File: config.mk
export PLATFORM = sky130hd
export DESIGN_NAME = dm_csrs_top
export DESIGN_NICKNAME = d
export VERILOG_FILES = /design/src/source/dm_pkg.sv /design/src/source/dm_resp_fifo.sv /design/src/source/dm_hart_ctrl.sv /design/src/source/dm_abstract_regs.sv /design/src/source/dm_csr_ctrl.sv /design/src/source/dm_csrs_top.sv
export SDC_FILE = /design/constraint.sdc
export NUM_CORES = 1
export LEC_CHECK = 0
export ABC_AREA = 1
export BUFFER_PORTS_ARGS = -buffer_cell sky130_fd_sc_hd__clkbuf_2
export CAP_MARGIN = 20
export CORE_MARGIN = 1
export CORE_UTILIZATION = 45
export CTS_BUF_LIST = sky130_fd_sc_hd__clkbuf_8
export CTS_CLUSTER_DIAMETER = 100
export DETAILED_ROUTE_END_ITERATION = 10
export GPL_TIMING_DRIVEN = 1
export HOLD_SLACK_MARGIN = 0.02
export PLACE_DENSITY = 0.72
export SYNTH_ARGS = -nofsm -noshare
export SYNTH_HDL_FRONTEND = slang
export SYNTH_SLANG_ARGS = --single-unit
File: constraint.sdc
create_clock -name clk_i -period 2.5 [get_ports clk_i]
set_clock_uncertainty 0.2 [all_clocks]
set_input_delay 0.25 -clock clk_i [delete_from_list [all_inputs] [get_ports clk_i]]
set_output_delay 0.25 -clock clk_i [all_outputs]
set_load 0.005 [all_outputs]
File: src/source/dm_pkg.sv
`default_nettype none

package dm_pkg;

  // --------------------------------------------------
  // DMI transport
  // --------------------------------------------------
  typedef enum logic [1:0] {
    DTM_NOP   = 2'h0,
    DTM_READ  = 2'h1,
    DTM_WRITE = 2'h2
  } dtm_op_e;

  typedef enum logic [1:0] {
    DTM_SUCCESS = 2'h0,
    DTM_ERR     = 2'h2,
    DTM_BUSY    = 2'h3
  } dtm_resp_e;

  typedef struct packed {
    logic [6:0]  addr;
    logic [31:0] data;
    dtm_op_e     op;
  } dmi_req_t;

  typedef struct packed {
    logic [31:0] data;
    dtm_resp_e   resp;
  } dmi_resp_t;

  // --------------------------------------------------
  // debug module registers
  // --------------------------------------------------
  typedef enum logic [2:0] {
    CMDERR_NONE       = 3'd0,
    CMDERR_BUSY       = 3'd1,
    CMDERR_NOTSUP     = 3'd2,
    CMDERR_EXCEPTION  = 3'd3,
    CMDERR_HALTRESUME = 3'd4,
    CMDERR_BUS        = 3'd5,
    CMDERR_OTHER      = 3'd7
  } cmderr_e;

  typedef enum logic [7:0] {
    DATA0        = 8'h04,
    DMCONTROL    = 8'h10,
    DMSTATUS     = 8'h11,
    ABSTRACTCS   = 8'h16,
    COMMAND      = 8'h17,
    ABSTRACTAUTO = 8'h18,
    PROGBUF0     = 8'h20,
    HALTSUM0     = 8'h40
  } dm_csr_e;

  localparam logic [3:0] DmVersion = 4'd2; // spec 0.13

  // abstractcs / abstractauto field positions
  localparam int CmderrLsb      = 8;
  localparam int BusyBit        = 12;
  localparam int ProgbufSizeLsb = 24;
  localparam int AutoProgbufLsb = 16;

  typedef struct packed {
    logic       haltreq;
    logic       resumereq;
    logic       hartreset;       // not supported
    logic       ackhavereset;
    logic       zero1;
    logic       hasel;           // not supported
    logic [9:0] hartsello;
    logic [9:0] hartselhi;
    logic [1:0] zero0;
    logic       setresethaltreq; // not supported
    logic       clrresethaltreq; // not supported
    logic       ndmreset;
    logic       dmactive;
  } dmcontrol_t;

  typedef struct packed {
    logic        dmcontrol_we;
    logic [31:0] wdata;
  } hart_wr_t;

  typedef struct packed {
    logic        data_acc;    // read or write, not busy
    logic        progbuf_acc;
    logic        data_we;
    logic        progbuf_we;
    logic        command_we;
    logic        auto_we;
    logic [3:0]  idx;
    logic [31:0] wdata;
  } abs_wr_t;

endpackage

`default_nettype wire

File: src/source/dm_resp_fifo.sv
`timescale 1ns/1ps
`default_nettype none

module dm_resp_fifo import dm_pkg::*; (
  input  logic      clk_i,
  input  logic      rst_ni,
  input  logic      flush_i,
  input  logic      push_i,
  input  dmi_resp_t data_i,
  input  logic      pop_i,
  output dmi_resp_t data_o,
  output logic      full_o,
  output logic      empty_o
);

  dmi_resp_t  mem_q [2];
  logic       rd_ptr_q, wr_ptr_q;
  logic [1:0] cnt_q;

  always_ff @(posedge clk_i or negedge rst_ni) begin
    if (!rst_ni) begin
      rd_ptr_q <= 1'b0;
      wr_ptr_q <= 1'b0;
      cnt_q    <= 2'd0;
    end else if (flush_i) begin // DTM reset drops pending responses
      rd_ptr_q <= 1'b0;
      wr_ptr_q <= 1'b0;
      cnt_q    <= 2'd0;
    end else begin
      if (push_i) wr_ptr_q <= ~wr_ptr_q;
      if (pop_i)  rd_ptr_q <= ~rd_ptr_q;
      cnt_q <= cnt_q + 2'(push_i) - 2'(pop_i);
    end
  end

  always_ff @(posedge clk_i) begin
    if (push_i) mem_q[wr_ptr_q] <= data_i;
  end

  assign data_o  = mem_q[rd_ptr_q];
  assign full_o  = (cnt_q == 2'd2);
  assign empty_o = (cnt_q == 2'd0);

  // producer and consumer sit outside, they must respect the flags
  assert property (@(posedge clk_i) disable iff (!rst_ni)
    !(push_i && full_o) && !(pop_i && empty_o));

endmodule

`default_nettype wire

File: src/source/dm_hart_ctrl.sv
`timescale 1ns/1ps
`default_nettype none

module dm_hart_ctrl import dm_pkg::*; #(
  parameter int NrHarts = 1
) (
  input  logic               clk_i,
  input  logic               rst_ni,
  input  hart_wr_t           wr_i,
  input  logic [NrHarts-1:0] halted_i,
  input  logic [NrHarts-1:0] unavailable_i,
  input  logic [NrHarts-1:0] resumeack_i,
  output dmcontrol_t         dmcontrol_o,
  output logic [31:0]        dmstatus_o,
  output logic [31:0]        haltsum0_o,
  output logic [19:0]        hartsel_o,
  output logic [NrHarts-1:0] haltreq_o,
  output logic [NrHarts-1:0] resumereq_o,
  output logic               clear_resumeack_o,
  output logic               ndmreset_o,
  output logic               dmactive_o
);

  localparam int SelW = (NrHarts > 1) ? $clog2(NrHarts) : 1;

  dmcontrol_t         dmcontrol_d, dmcontrol_q;
  logic [NrHarts-1:0] havereset_d, havereset_q;
  logic [SelW-1:0]    sel;
  logic               sel_exists;
  logic               halted_sel, unavail_sel, resumeack_sel, havereset_sel;

  assign hartsel_o  = {dmcontrol_q.hartselhi, dmcontrol_q.hartsello};
  assign sel        = hartsel_o[SelW-1:0];
  assign sel_exists = (hartsel_o < 20'(NrHarts));

  // status of the selected hart, zero when it does not exist
  assign halted_sel    = sel_exists & halted_i[sel];
  assign unavail_sel   = sel_exists & unavailable_i[sel];
  assign resumeack_sel = sel_exists & resumeack_i[sel];
  assign havereset_sel = sel_exists & havereset_q[sel];

  always_comb begin
    dmcontrol_d       = dmcontrol_q;
    havereset_d       = havereset_q;
    clear_resumeack_o = 1'b0;
    if (wr_i.dmcontrol_we) begin
      dmcontrol_d = dmcontrol_t'(wr_i.wdata);
      if (dmcontrol_d.ackhavereset && sel_exists) havereset_d[sel] = 1'b0;
      // unsupported and write-only bits
      dmcontrol_d.hartreset       = 1'b0;
      dmcontrol_d.ackhavereset    = 1'b0;
      dmcontrol_d.zero1           = 1'b0;
      dmcontrol_d.hasel           = 1'b0;
      dmcontrol_d.zero0           = 2'b0;
      dmcontrol_d.setresethaltreq = 1'b0;
      dmcontrol_d.clrresethaltreq = 1'b0;
      // fresh resume request, drop the stale ack
      clear_resumeack_o = dmcontrol_q.dmactive & ~dmcontrol_q.resumereq
                          & dmcontrol_d.resumereq;
    end
    if (dmcontrol_q.resumereq && resumeack_sel) dmcontrol_d.resumereq = 1'b0;
    if (dmcontrol_q.ndmreset) havereset_d = '1;
  end

  always_ff @(posedge clk_i or negedge rst_ni) begin
    if (!rst_ni) begin
      dmcontrol_q <= '0;
      havereset_q <= '1;
    end else if (!dmcontrol_q.dmactive) begin // only dmactive is writable
      dmcontrol_q <= dmcontrol_t'({31'b0, dmcontrol_d.dmactive});
      havereset_q <= '1;
    end else begin
      dmcontrol_q <= dmcontrol_d;
      havereset_q <= havereset_d;
    end
  end

  always_comb begin
    dmstatus_o        = '0;
    dmstatus_o[19:18] = {2{havereset_sel}};
    dmstatus_o[17:16] = {2{resumeack_sel}};
    dmstatus_o[15:14] = {2{~sel_exists}};                           // nonexistent
    dmstatus_o[13:12] = {2{unavail_sel}};
    dmstatus_o[11:10] = {2{sel_exists & ~halted_sel & ~unavail_sel}}; // running
    dmstatus_o[9:8]   = {2{halted_sel & ~unavail_sel}};
    dmstatus_o[7]     = 1'b1;                                        // authenticated
    dmstatus_o[3:0]   = DmVersion;
  end

  // one group of 32 harts at most
  assign haltsum0_o = (hartsel_o[19:5] == '0) ? 32'(halted_i) : '0;

  always_comb begin
    haltreq_o   = '0;
    resumereq_o = '0;
    if (sel_exists) begin
      haltreq_o[sel]   = dmcontrol_q.haltreq;
      resumereq_o[sel] = dmcontrol_q.resumereq;
    end
  end

  assign dmcontrol_o = dmcontrol_q;
  assign ndmreset_o  = dmcontrol_q.ndmreset;
  assign dmactive_o  = dmcontrol_q.dmactive;

  // haltsum1..3 are not implemented
  assert property (@(posedge clk_i) NrHarts >= 1 && NrHarts <= 32);

endmodule

`default_nettype wire

File: src/source/dm_abstract_regs.sv
`timescale 1ns/1ps
`default_nettype none

module dm_abstract_regs import dm_pkg::*; #(
  parameter int DataCount   = 2,
  parameter int ProgBufSize = 8
) (
  input  logic                           clk_i,
  input  logic                           rst_ni,
  input  logic                           dmactive_i,
  input  abs_wr_t                        wr_i,
  input  logic                           data_valid_i,
  input  logic [DataCount-1:0][31:0]     data_i,
  output logic [31:0]                    rd_data_o,
  output logic [31:0]                    rd_progbuf_o,
  output logic [31:0]                    abstractauto_o,
  output logic                           cmd_valid_o,
  output logic [31:0]                    cmd_o,
  output logic [DataCount-1:0][31:0]     data_o,
  output logic [ProgBufSize-1:0][31:0]   progbuf_o
);

  // autoexecprogbuf in [31:16], autoexecdata in [11:0]
  localparam logic [31:0] AutoMask = (((32'h1 << ProgBufSize) - 32'h1) << AutoProgbufLsb)
                                   | ((32'h1 << DataCount) - 32'h1);

  logic [DataCount-1:0][31:0]   data_q;
  logic [ProgBufSize-1:0][31:0] progbuf_q;
  logic [31:0]                  command_q;
  logic [31:0]                  auto_q;
  logic                         cmd_valid_d, cmd_valid_q;

  // re-run the last command on an access with its autoexec bit set
  assign cmd_valid_d = wr_i.command_we
                     | (wr_i.data_acc & auto_q[wr_i.idx])
                     | (wr_i.progbuf_acc & auto_q[AutoProgbufLsb + int'(wr_i.idx)]);

  always_ff @(posedge clk_i or negedge rst_ni) begin
    if (!rst_ni) begin
      data_q      <= '0;
      progbuf_q   <= '0;
      command_q   <= '0;
      auto_q      <= '0;
      cmd_valid_q <= 1'b0;
    end else if (!dmactive_i) begin
      data_q      <= '0;
      progbuf_q   <= '0;
      command_q   <= '0;
      auto_q      <= '0;
      cmd_valid_q <= 1'b0;
    end else begin
      cmd_valid_q <= cmd_valid_d;
      if (wr_i.data_we)    data_q[wr_i.idx]    <= wr_i.wdata;
      if (wr_i.progbuf_we) progbuf_q[wr_i.idx] <= wr_i.wdata;
      if (wr_i.command_we) command_q           <= wr_i.wdata;
      if (wr_i.auto_we)    auto_q              <= wr_i.wdata & AutoMask;
      if (data_valid_i)    data_q              <= data_i; // hart writeback wins
    end
  end

  // guarded, the index covers the widest range
  assign rd_data_o    = (int'(wr_i.idx) < DataCount)   ? data_q[wr_i.idx]    : '0;
  assign rd_progbuf_o = (int'(wr_i.idx) < ProgBufSize) ? progbuf_q[wr_i.idx] : '0;

  assign abstractauto_o = auto_q;
  assign cmd_valid_o    = cmd_valid_q;
  assign cmd_o          = command_q;
  assign data_o         = data_q;
  assign progbuf_o      = progbuf_q;

  // the hart side raises cmdbusy before a second command can land
  assert property (@(posedge clk_i) disable iff (!rst_ni)
    cmd_valid_o |=> !cmd_valid_o);

endmodule

`default_nettype wire

File: src/source/dm_csr_ctrl.sv
`timescale 1ns/1ps
`default_nettype none

module dm_csr_ctrl import dm_pkg::*; #(
  parameter int DataCount   = 2,
  parameter int ProgBufSize = 8
) (
  input  logic        clk_i,
  input  logic        rst_ni,
  input  logic        req_valid_i,
  input  dmi_req_t    req_i,
  input  logic        req_ready_i,
  input  logic        cmdbusy_i,
  input  logic        cmderror_valid_i,
  input  cmderr_e     cmderror_i,
  input  logic        dmactive_i,
  input  dmcontrol_t  dmcontrol_i,
  input  logic [31:0] dmstatus_i,
  input  logic [31:0] haltsum0_i,
  input  logic [31:0] rd_data_i,
  input  logic [31:0] rd_progbuf_i,
  input  logic [31:0] abstractauto_i,
  output hart_wr_t    hart_wr_o,
  output abs_wr_t     abs_wr_o,
  output logic        resp_push_o,
  output dmi_resp_t   resp_o
);

  dm_csr_e     csr;
  logic [7:0]  addr;
  logic        accept, is_rd, is_wr, in_data, in_prog, busy_hit, wr_ok;
  logic [31:0] abstractcs, rdata;
  cmderr_e     cmderr_d, cmderr_q;

  // --------------------------------------------------
  // decode
  // --------------------------------------------------
  assign addr    = {1'b0, req_i.addr};
  assign csr     = dm_csr_e'(addr);
  assign accept  = req_valid_i & req_ready_i;
  assign is_rd   = accept & (req_i.op == DTM_READ);
  assign is_wr   = accept & (req_i.op == DTM_WRITE);
  assign in_data = (addr >= DATA0) && (int'(addr) < int'(DATA0) + DataCount);
  assign in_prog = (addr >= PROGBUF0) && (int'(addr) < int'(PROGBUF0) + ProgBufSize);
  assign wr_ok   = is_wr & ~cmdbusy_i;

  // abstract side is locked while a command runs
  assign busy_hit = cmdbusy_i & (((is_rd | is_wr) & (in_data | in_prog))
                  | (is_wr & (csr inside {ABSTRACTCS, COMMAND, ABSTRACTAUTO})));

  assign hart_wr_o.dmcontrol_we = is_wr & (csr == DMCONTROL);
  assign hart_wr_o.wdata        = req_i.data;

  assign abs_wr_o.data_acc    = (is_rd | is_wr) & in_data & ~cmdbusy_i;
  assign abs_wr_o.progbuf_acc = (is_rd | is_wr) & in_prog & ~cmdbusy_i;
  assign abs_wr_o.data_we     = wr_ok & in_data;
  assign abs_wr_o.progbuf_we  = wr_ok & in_prog;
  assign abs_wr_o.command_we  = wr_ok & (csr == COMMAND);
  assign abs_wr_o.auto_we     = wr_ok & (csr == ABSTRACTAUTO);
  assign abs_wr_o.idx         = in_prog ? 4'(addr - PROGBUF0) : 4'(addr - DATA0);
  assign abs_wr_o.wdata       = req_i.data;

  // --------------------------------------------------
  // cmderr and abstractcs
  // --------------------------------------------------
  always_comb begin
    cmderr_d = cmderr_q;
    if (wr_ok && csr == ABSTRACTCS) begin // write 1 to clear
      cmderr_d = cmderr_e'(cmderr_q & ~req_i.data[CmderrLsb +: 3]);
    end
    if (busy_hit && cmderr_q == CMDERR_NONE) cmderr_d = CMDERR_BUSY;
    if (cmderror_valid_i) cmderr_d = cmderror_i; // hart error has priority
  end

  always_ff @(posedge clk_i or negedge rst_ni) begin
    if (!rst_ni)          cmderr_q <= CMDERR_NONE;
    else if (!dmactive_i) cmderr_q <= CMDERR_NONE;
    else                  cmderr_q <= cmderr_d;
  end

  always_comb begin
    abstractcs                        = '0;
    abstractcs[ProgbufSizeLsb +: 5]   = 5'(ProgBufSize);
    abstractcs[BusyBit]               = cmdbusy_i;
    abstractcs[CmderrLsb +: 3]        = cmderr_q;
    abstractcs[3:0]                   = 4'(DataCount);
  end

  // --------------------------------------------------
  // read mux and response
  // --------------------------------------------------
  always_comb begin
    rdata = '0; // unmapped and command
    if (in_data)      rdata = rd_data_i;
    else if (in_prog) rdata = rd_progbuf_i;
    else begin
      case (csr)
        DMCONTROL:    rdata = dmcontrol_i;
        DMSTATUS:     rdata = dmstatus_i;
        ABSTRACTCS:   rdata = abstractcs;
        ABSTRACTAUTO: rdata = abstractauto_i;
        HALTSUM0:     rdata = haltsum0_i;
        default:      rdata = '0;
      endcase
    end
  end

  assign resp_push_o = accept;
  assign resp_o.data = is_rd ? rdata : '0;
  assign resp_o.resp = busy_hit ? DTM_BUSY : DTM_SUCCESS;

endmodule

`default_nettype wire

File: src/source/dm_csrs_top.sv
`timescale 1ns/1ps
`default_nettype none

module dm_csrs_top import dm_pkg::*; #(
  parameter int NrHarts     = 2,
  parameter int DataCount   = 2,
  parameter int ProgBufSize = 8
) (
  input  logic                         clk_i,
  input  logic                         rst_ni,
  input  logic                         dmi_rst_ni,       // DTM reset, flushes responses
  input  logic                         dmi_req_valid_i,
  output logic                         dmi_req_ready_o,
  input  dmi_req_t                     dmi_req_i,
  output logic                         dmi_resp_valid_o,
  input  logic                         dmi_resp_ready_i,
  output dmi_resp_t                    dmi_resp_o,
  output logic                         ndmreset_o,
  output logic                         dmactive_o,
  input  logic [NrHarts-1:0]           halted_i,
  input  logic [NrHarts-1:0]           unavailable_i,
  input  logic [NrHarts-1:0]           resumeack_i,
  output logic [19:0]                  hartsel_o,
  output logic [NrHarts-1:0]           haltreq_o,
  output logic [NrHarts-1:0]           resumereq_o,
  output logic                         clear_resumeack_o,
  output logic                         cmd_valid_o,
  output logic [31:0]                  cmd_o,
  input  logic                         cmderror_valid_i,
  input  cmderr_e                      cmderror_i,
  input  logic                         cmdbusy_i,
  output logic [ProgBufSize-1:0][31:0] progbuf_o,
  output logic [DataCount-1:0][31:0]   data_o,
  input  logic [DataCount-1:0][31:0]   data_i,
  input  logic                         data_valid_i
);

  hart_wr_t    hart_wr;
  abs_wr_t     abs_wr;
  dmcontrol_t  dmcontrol;
  dmi_resp_t   resp;
  logic [31:0] dmstatus, haltsum0, rd_data, rd_progbuf, abstractauto;
  logic        resp_push, resp_full, resp_empty;

  assign dmi_req_ready_o  = ~resp_full;
  assign dmi_resp_valid_o = ~resp_empty;

  dm_csr_ctrl #(.DataCount(DataCount), .ProgBufSize(ProgBufSize)) i_ctrl (
    .clk_i, .rst_ni,
    .req_valid_i      (dmi_req_valid_i),
    .req_i            (dmi_req_i),
    .req_ready_i      (dmi_req_ready_o),
    .cmdbusy_i, .cmderror_valid_i, .cmderror_i,
    .dmactive_i       (dmactive_o),
    .dmcontrol_i      (dmcontrol),
    .dmstatus_i       (dmstatus),
    .haltsum0_i       (haltsum0),
    .rd_data_i        (rd_data),
    .rd_progbuf_i     (rd_progbuf),
    .abstractauto_i   (abstractauto),
    .hart_wr_o        (hart_wr),
    .abs_wr_o         (abs_wr),
    .resp_push_o      (resp_push),
    .resp_o           (resp)
  );

  dm_hart_ctrl #(.NrHarts(NrHarts)) i_hart_ctrl (
    .clk_i, .rst_ni,
    .wr_i             (hart_wr),
    .halted_i, .unavailable_i, .resumeack_i,
    .dmcontrol_o      (dmcontrol),
    .dmstatus_o       (dmstatus),
    .haltsum0_o       (haltsum0),
    .hartsel_o, .haltreq_o, .resumereq_o, .clear_resumeack_o,
    .ndmreset_o, .dmactive_o
  );

  dm_abstract_regs #(.DataCount(DataCount), .ProgBufSize(ProgBufSize)) i_abs_regs (
    .clk_i, .rst_ni,
    .dmactive_i       (dmactive_o),
    .wr_i             (abs_wr),
    .data_valid_i, .data_i,
    .rd_data_o        (rd_data),
    .rd_progbuf_o     (rd_progbuf),
    .abstractauto_o   (abstractauto),
    .cmd_valid_o, .cmd_o, .data_o, .progbuf_o
  );

  dm_resp_fifo i_resp_fifo (
    .clk_i, .rst_ni,
    .flush_i          (~dmi_rst_ni),
    .push_i           (resp_push),
    .data_i           (resp),
    .pop_i            (dmi_resp_ready_i & ~resp_empty),
    .data_o           (dmi_resp_o),
    .full_o           (resp_full),
    .empty_o          (resp_empty)
  );

endmodule

`default_nettype wire

==> results.py <==
metrics = {
    "timing": {
        "maxSlewHeadroom": 0.3724,
        "finalSetupViolations": 1,
        "timing.final.crit_share": 1.006,
        "hold_ws_ns": 0.09829,
        "period_minus_slack_ns": 2.515,
        "tightestPinTransition_ns": 0.9414,
        "rsz0062_at_grt": "yes",
        "hold_viol": 0,
        "setup_ws_ns": -0.01456,
        "slew_violations": 0,
        "clock.fmax_ghz": 0.3977,
    },
    "power_and_ir_drop": {
        "p_clk_frac": 0.406,
        "p_sw_mw": 4.907,
        "power_frac_comb": 0.137,
        "power_frac_seq": 0.457,
        "swShare": 0.2835,
        "totalPowerFinal_mw": 17.31,
        "p_leak_nw": 14.26,
        "ir_drop_uv": 364.1,
        "powerDensity_nw_per_um2": 587.8,
        "internal_power_mw": 12.40,
    },
    "synthesis": {
        "ys_warn_count": 0,
        "synth_top_family_by_area": "simple AND/OR/NAND/NOR gates",
        "yosys.area_share.simple": 0.2222,
        "syn_inst": 2589,
        "ys.flop_type": "dfrtp_1",
        "synth_edf_count": 66,
        "ys_seq_elements": 462,
        "syn_area_per_cell_um2": 8.419,
        "synth_xor_area_frac": 0.0004018,
        "synth_compound_area_frac": 0.1545,
        "synth_cell_type_count": 42,
        "syn_area_um2": 21800,
        "synthArstFlopShare": 0.8571,
        "synth.area.mux_share": 0,
        "synthAdderAreaFrac": 0.002870,
        "ys_seq_area_frac": 0.5457,
        "syn_nets": 2716,
    },
    "clock_network": {
        "path_clk_slew_ns": 0.06,
        "root_buffer": "clkbuf_8",
        "clockBufferDepth": 3,
        "numCtsBuffers": 80,
        "cts.htree.levels": 3,
        "clock_sinks": 462,
        "worstSkewPairLatency_ns": 0.68,
        "cts_tree": "yes",
    },
    "grt": {
        "grt_antenna_before_repair": 1,
        "grt_pass1_wl_um": 140700,
        "grt_overflow": 0,
        "grt_max_degree": 97,
        "grt_util_all_layers": 0.3810,
        "grt_pass1_vias": 22630,
    },
    "cells_and_area": {
        "nets": 3465,
        "final_cell_mix": "nand2_1 (723), clkbuf_2 (533), dfrtp_1 (393), o21ai_0 (300), nand3_1 (278)",
        "drive_above_1_share": 0.2547,
        "utilization": 0.6167,
        "instances_no_fill": 4016,
        "fillers": 4082,
        "synthToLayoutAreaGrowth_pct": 35.10,
        "final_common_cell": "nand2_1",
    },
    "floorplan": {
        "die_area_um2": 49320,
        "core_um2": 47750,
        "io_pins": 538,
        "die_h_um": 222.1,
        "start_util": 0.4565,
        "die_x_um": 222.1,
        "core.rowCount": 80,
    },
    "placed_design": {
        "dp.cells": 3654,
        "io_buffers": 537,
        "pre_cts_slack_ns": 0.05073,
        "place_congestion": 0.9726,
        "place_hpwl_um": 67680,
    },
    "critical_path": {
        "critPathArrivalTime_ns": 2.06,
        "crit_fanout": 3,
        "criticalPathCategory": "flip-flop to primary output",
        "cp-end-kind": "primary output",
        "required_ns": 2.05,
        "startpoint_type": "flip-flop",
    },
    "routing": {
        "drt-vias-per-instance": 5.863,
        "ant_nets": 0,
        "vias": 23550,
        "drt_pass1_iterations": 6,
        "wirelength_um": 96220,
        "wl_per_cell_um": 23.96,
        "drt_drc_violations_left": 0,
        "drt_iter0_drc": 2979,
    },
    "outcome": {
        "outcome": "finished with violations",
        "violations": "negative setup slack",
    },
    "flow_run": {
        "maxCapViolations": 0,
    },
    "worst_hold_path": {
        "hold_class": "input pin to flip-flop",
    },
}
[sequential cells by signal, indices dropped and copies added, names as in the netlist, 2 cells and up]
signal	count
i_resp_fifo.cnt_q	2
i_abs_regs.data_o	64
i_abs_regs.cmd_o	32
i_resp_fifo.mem_q	66
i_abs_regs.abstractauto_o	10
i_hart_ctrl.dmcontrol_o	22
i_abs_regs.progbuf_o	256
i_hart_ctrl.havereset_q	2
i_ctrl.cmderr_q	3
[layer usage]
metal / vias up / global-route usage / share of wire / wire length [µm]
li1: 10280 / - / - / -
met3: 369 / 0.09913 / 0.10 / 9725
met4: 0 / 0.2395 / 0.067 / 6400
met2: 1551 / 0.5980 / 0.47 / 45020
met1: 11350 / 0.4689 / 0.36 / 35070
met5: - / 0 / 0 / 0
[critical path, stage by stage, from the launching register on]
cell	delay, ns
dfrtp_1	0.41
inv_2	0.07
nand4_1	0.11
nor2_1	0.11
nand2_1	0.08
nor2_1	0.10
buf_4	0.16
nand2_4	0.08
nor2_4	0.14
clkbuf_2	0.13
[cell type report]
| cell class | count | area (µm²) | area share |
|---|---|---|---|
| Multi-Input combinational cell | 1763 | 8412 | 0.2857 |
| Sequential cell | 462 | 11900 | 0.4040 |
| Clock buffer | 101 | 1390 | 0.04721 |
| Timing Repair Buffer | 880 | 6178 | 0.2098 |
| Tap cell | 615 | 769.5 | 0.02613 |
| Antenna cell | 1 | 2.502 | 0.00008498 |
| Inverter | 151 | 571.8 | 0.01942 |
| Clock inverter | 43 | 225.2 | 0.007648 |
[stage by stage]
stage / TNS, ns / area, µm²
3_5_place_dp: 0 / 25600
5_1_grt: -0.5220 / 29450
3_3_place_gp: 0 / 25600
6_report: -0.01456 / 29450
4_1_cts: -0.01451 / 29380
2_1_floorplan: 0 / 21800
[worst paths after layout]
check | start | endpoint | slack, ns | depth (start not counted)
worst max-delay path | i_hart_ctrl.dmcontrol_o[9]$_DFFE_PN0P_ | resumereq_o[0] | -0.01 | 9
worst min-delay path | data_valid_i | i_abs_regs.data_o[41]$_DFFE_PN0P_ | 0.1 | 6
worst max register to register | i_hart_ctrl.dmcontrol_o[9]$_DFFE_PN0P_ | i_resp_fifo.mem_q[1][3]$_DFFE_PP_ | 0.10 | 15
worst min register to register | i_abs_regs.cmd_o[24]$_DFFE_PN0P_ | i_abs_regs.cmd_o[24]$_DFFE_PN0P_ | 0.28 | 2
max in group asynchronous | rst_ni | i_abs_regs.progbuf_o[96]$_DFFE_PN0P_ | 1.05 | 4
min in group asynchronous | rst_ni | i_hart_ctrl.havereset_q[0]$_DFFE_PN1P_ | 0.56 | 3
[what timing repair did]
action / 4_1_cts / 5_1_grt
setup endpoints to repair: 39 / 11
resized for setup: 23 / 13
pin swaps: 5 / 7
setup buffers: 18 / 4
hold endpoints to repair: 752 / 0
hold buffers: 195 / 0
[cell usage after synthesis (6+ instances only)]
cell type	count	area, µm²
nand3_1	283	1416
nand4_1	16	100.1
edfxtp_1	66	1982
a21oi_1	12	60.06
buf_4	24	180.2
buf_2	34	170.2
clkbuf_1	119	446.7
buf_6	16	180.2
inv_1	142	533.0
a21oi_2	6	52.55
nor2_1	105	394.1
o21ai_0	300	1501
o221ai_1	11	96.34
o2111ai_1	9	78.83
nand2_1	733	2751
o22ai_1	165	1032
nor3_1	6	30.03
buf_1	20	75.07
dfrtp_1	394	9859
o21ai_1	74	370.4
[power by group through the flow]
stage / Combinational [mW] / Clock, mW / Sequential [mW]
detailed placement: 2.04 / 0 / 8.04
global route: 2.52 / 7.41 / 7.92
CTS: 2.32 / 7.04 / 7.90
finish: 2.38 / 7.02 / 7.91
global placement: 2.02 / 0 / 8.03
floorplan: 0.891 / 0 / 8.02
[logic make-up after synthesis]
group | Yosys count
DFF | 462
buffers and inverters | 364
xor gates and xnor gates | 1
AOI/OAI and AO/OA | 598
adders and majority gates | 5
and+or+nand+nor | 1159
(Power assumes the default switching activity.)
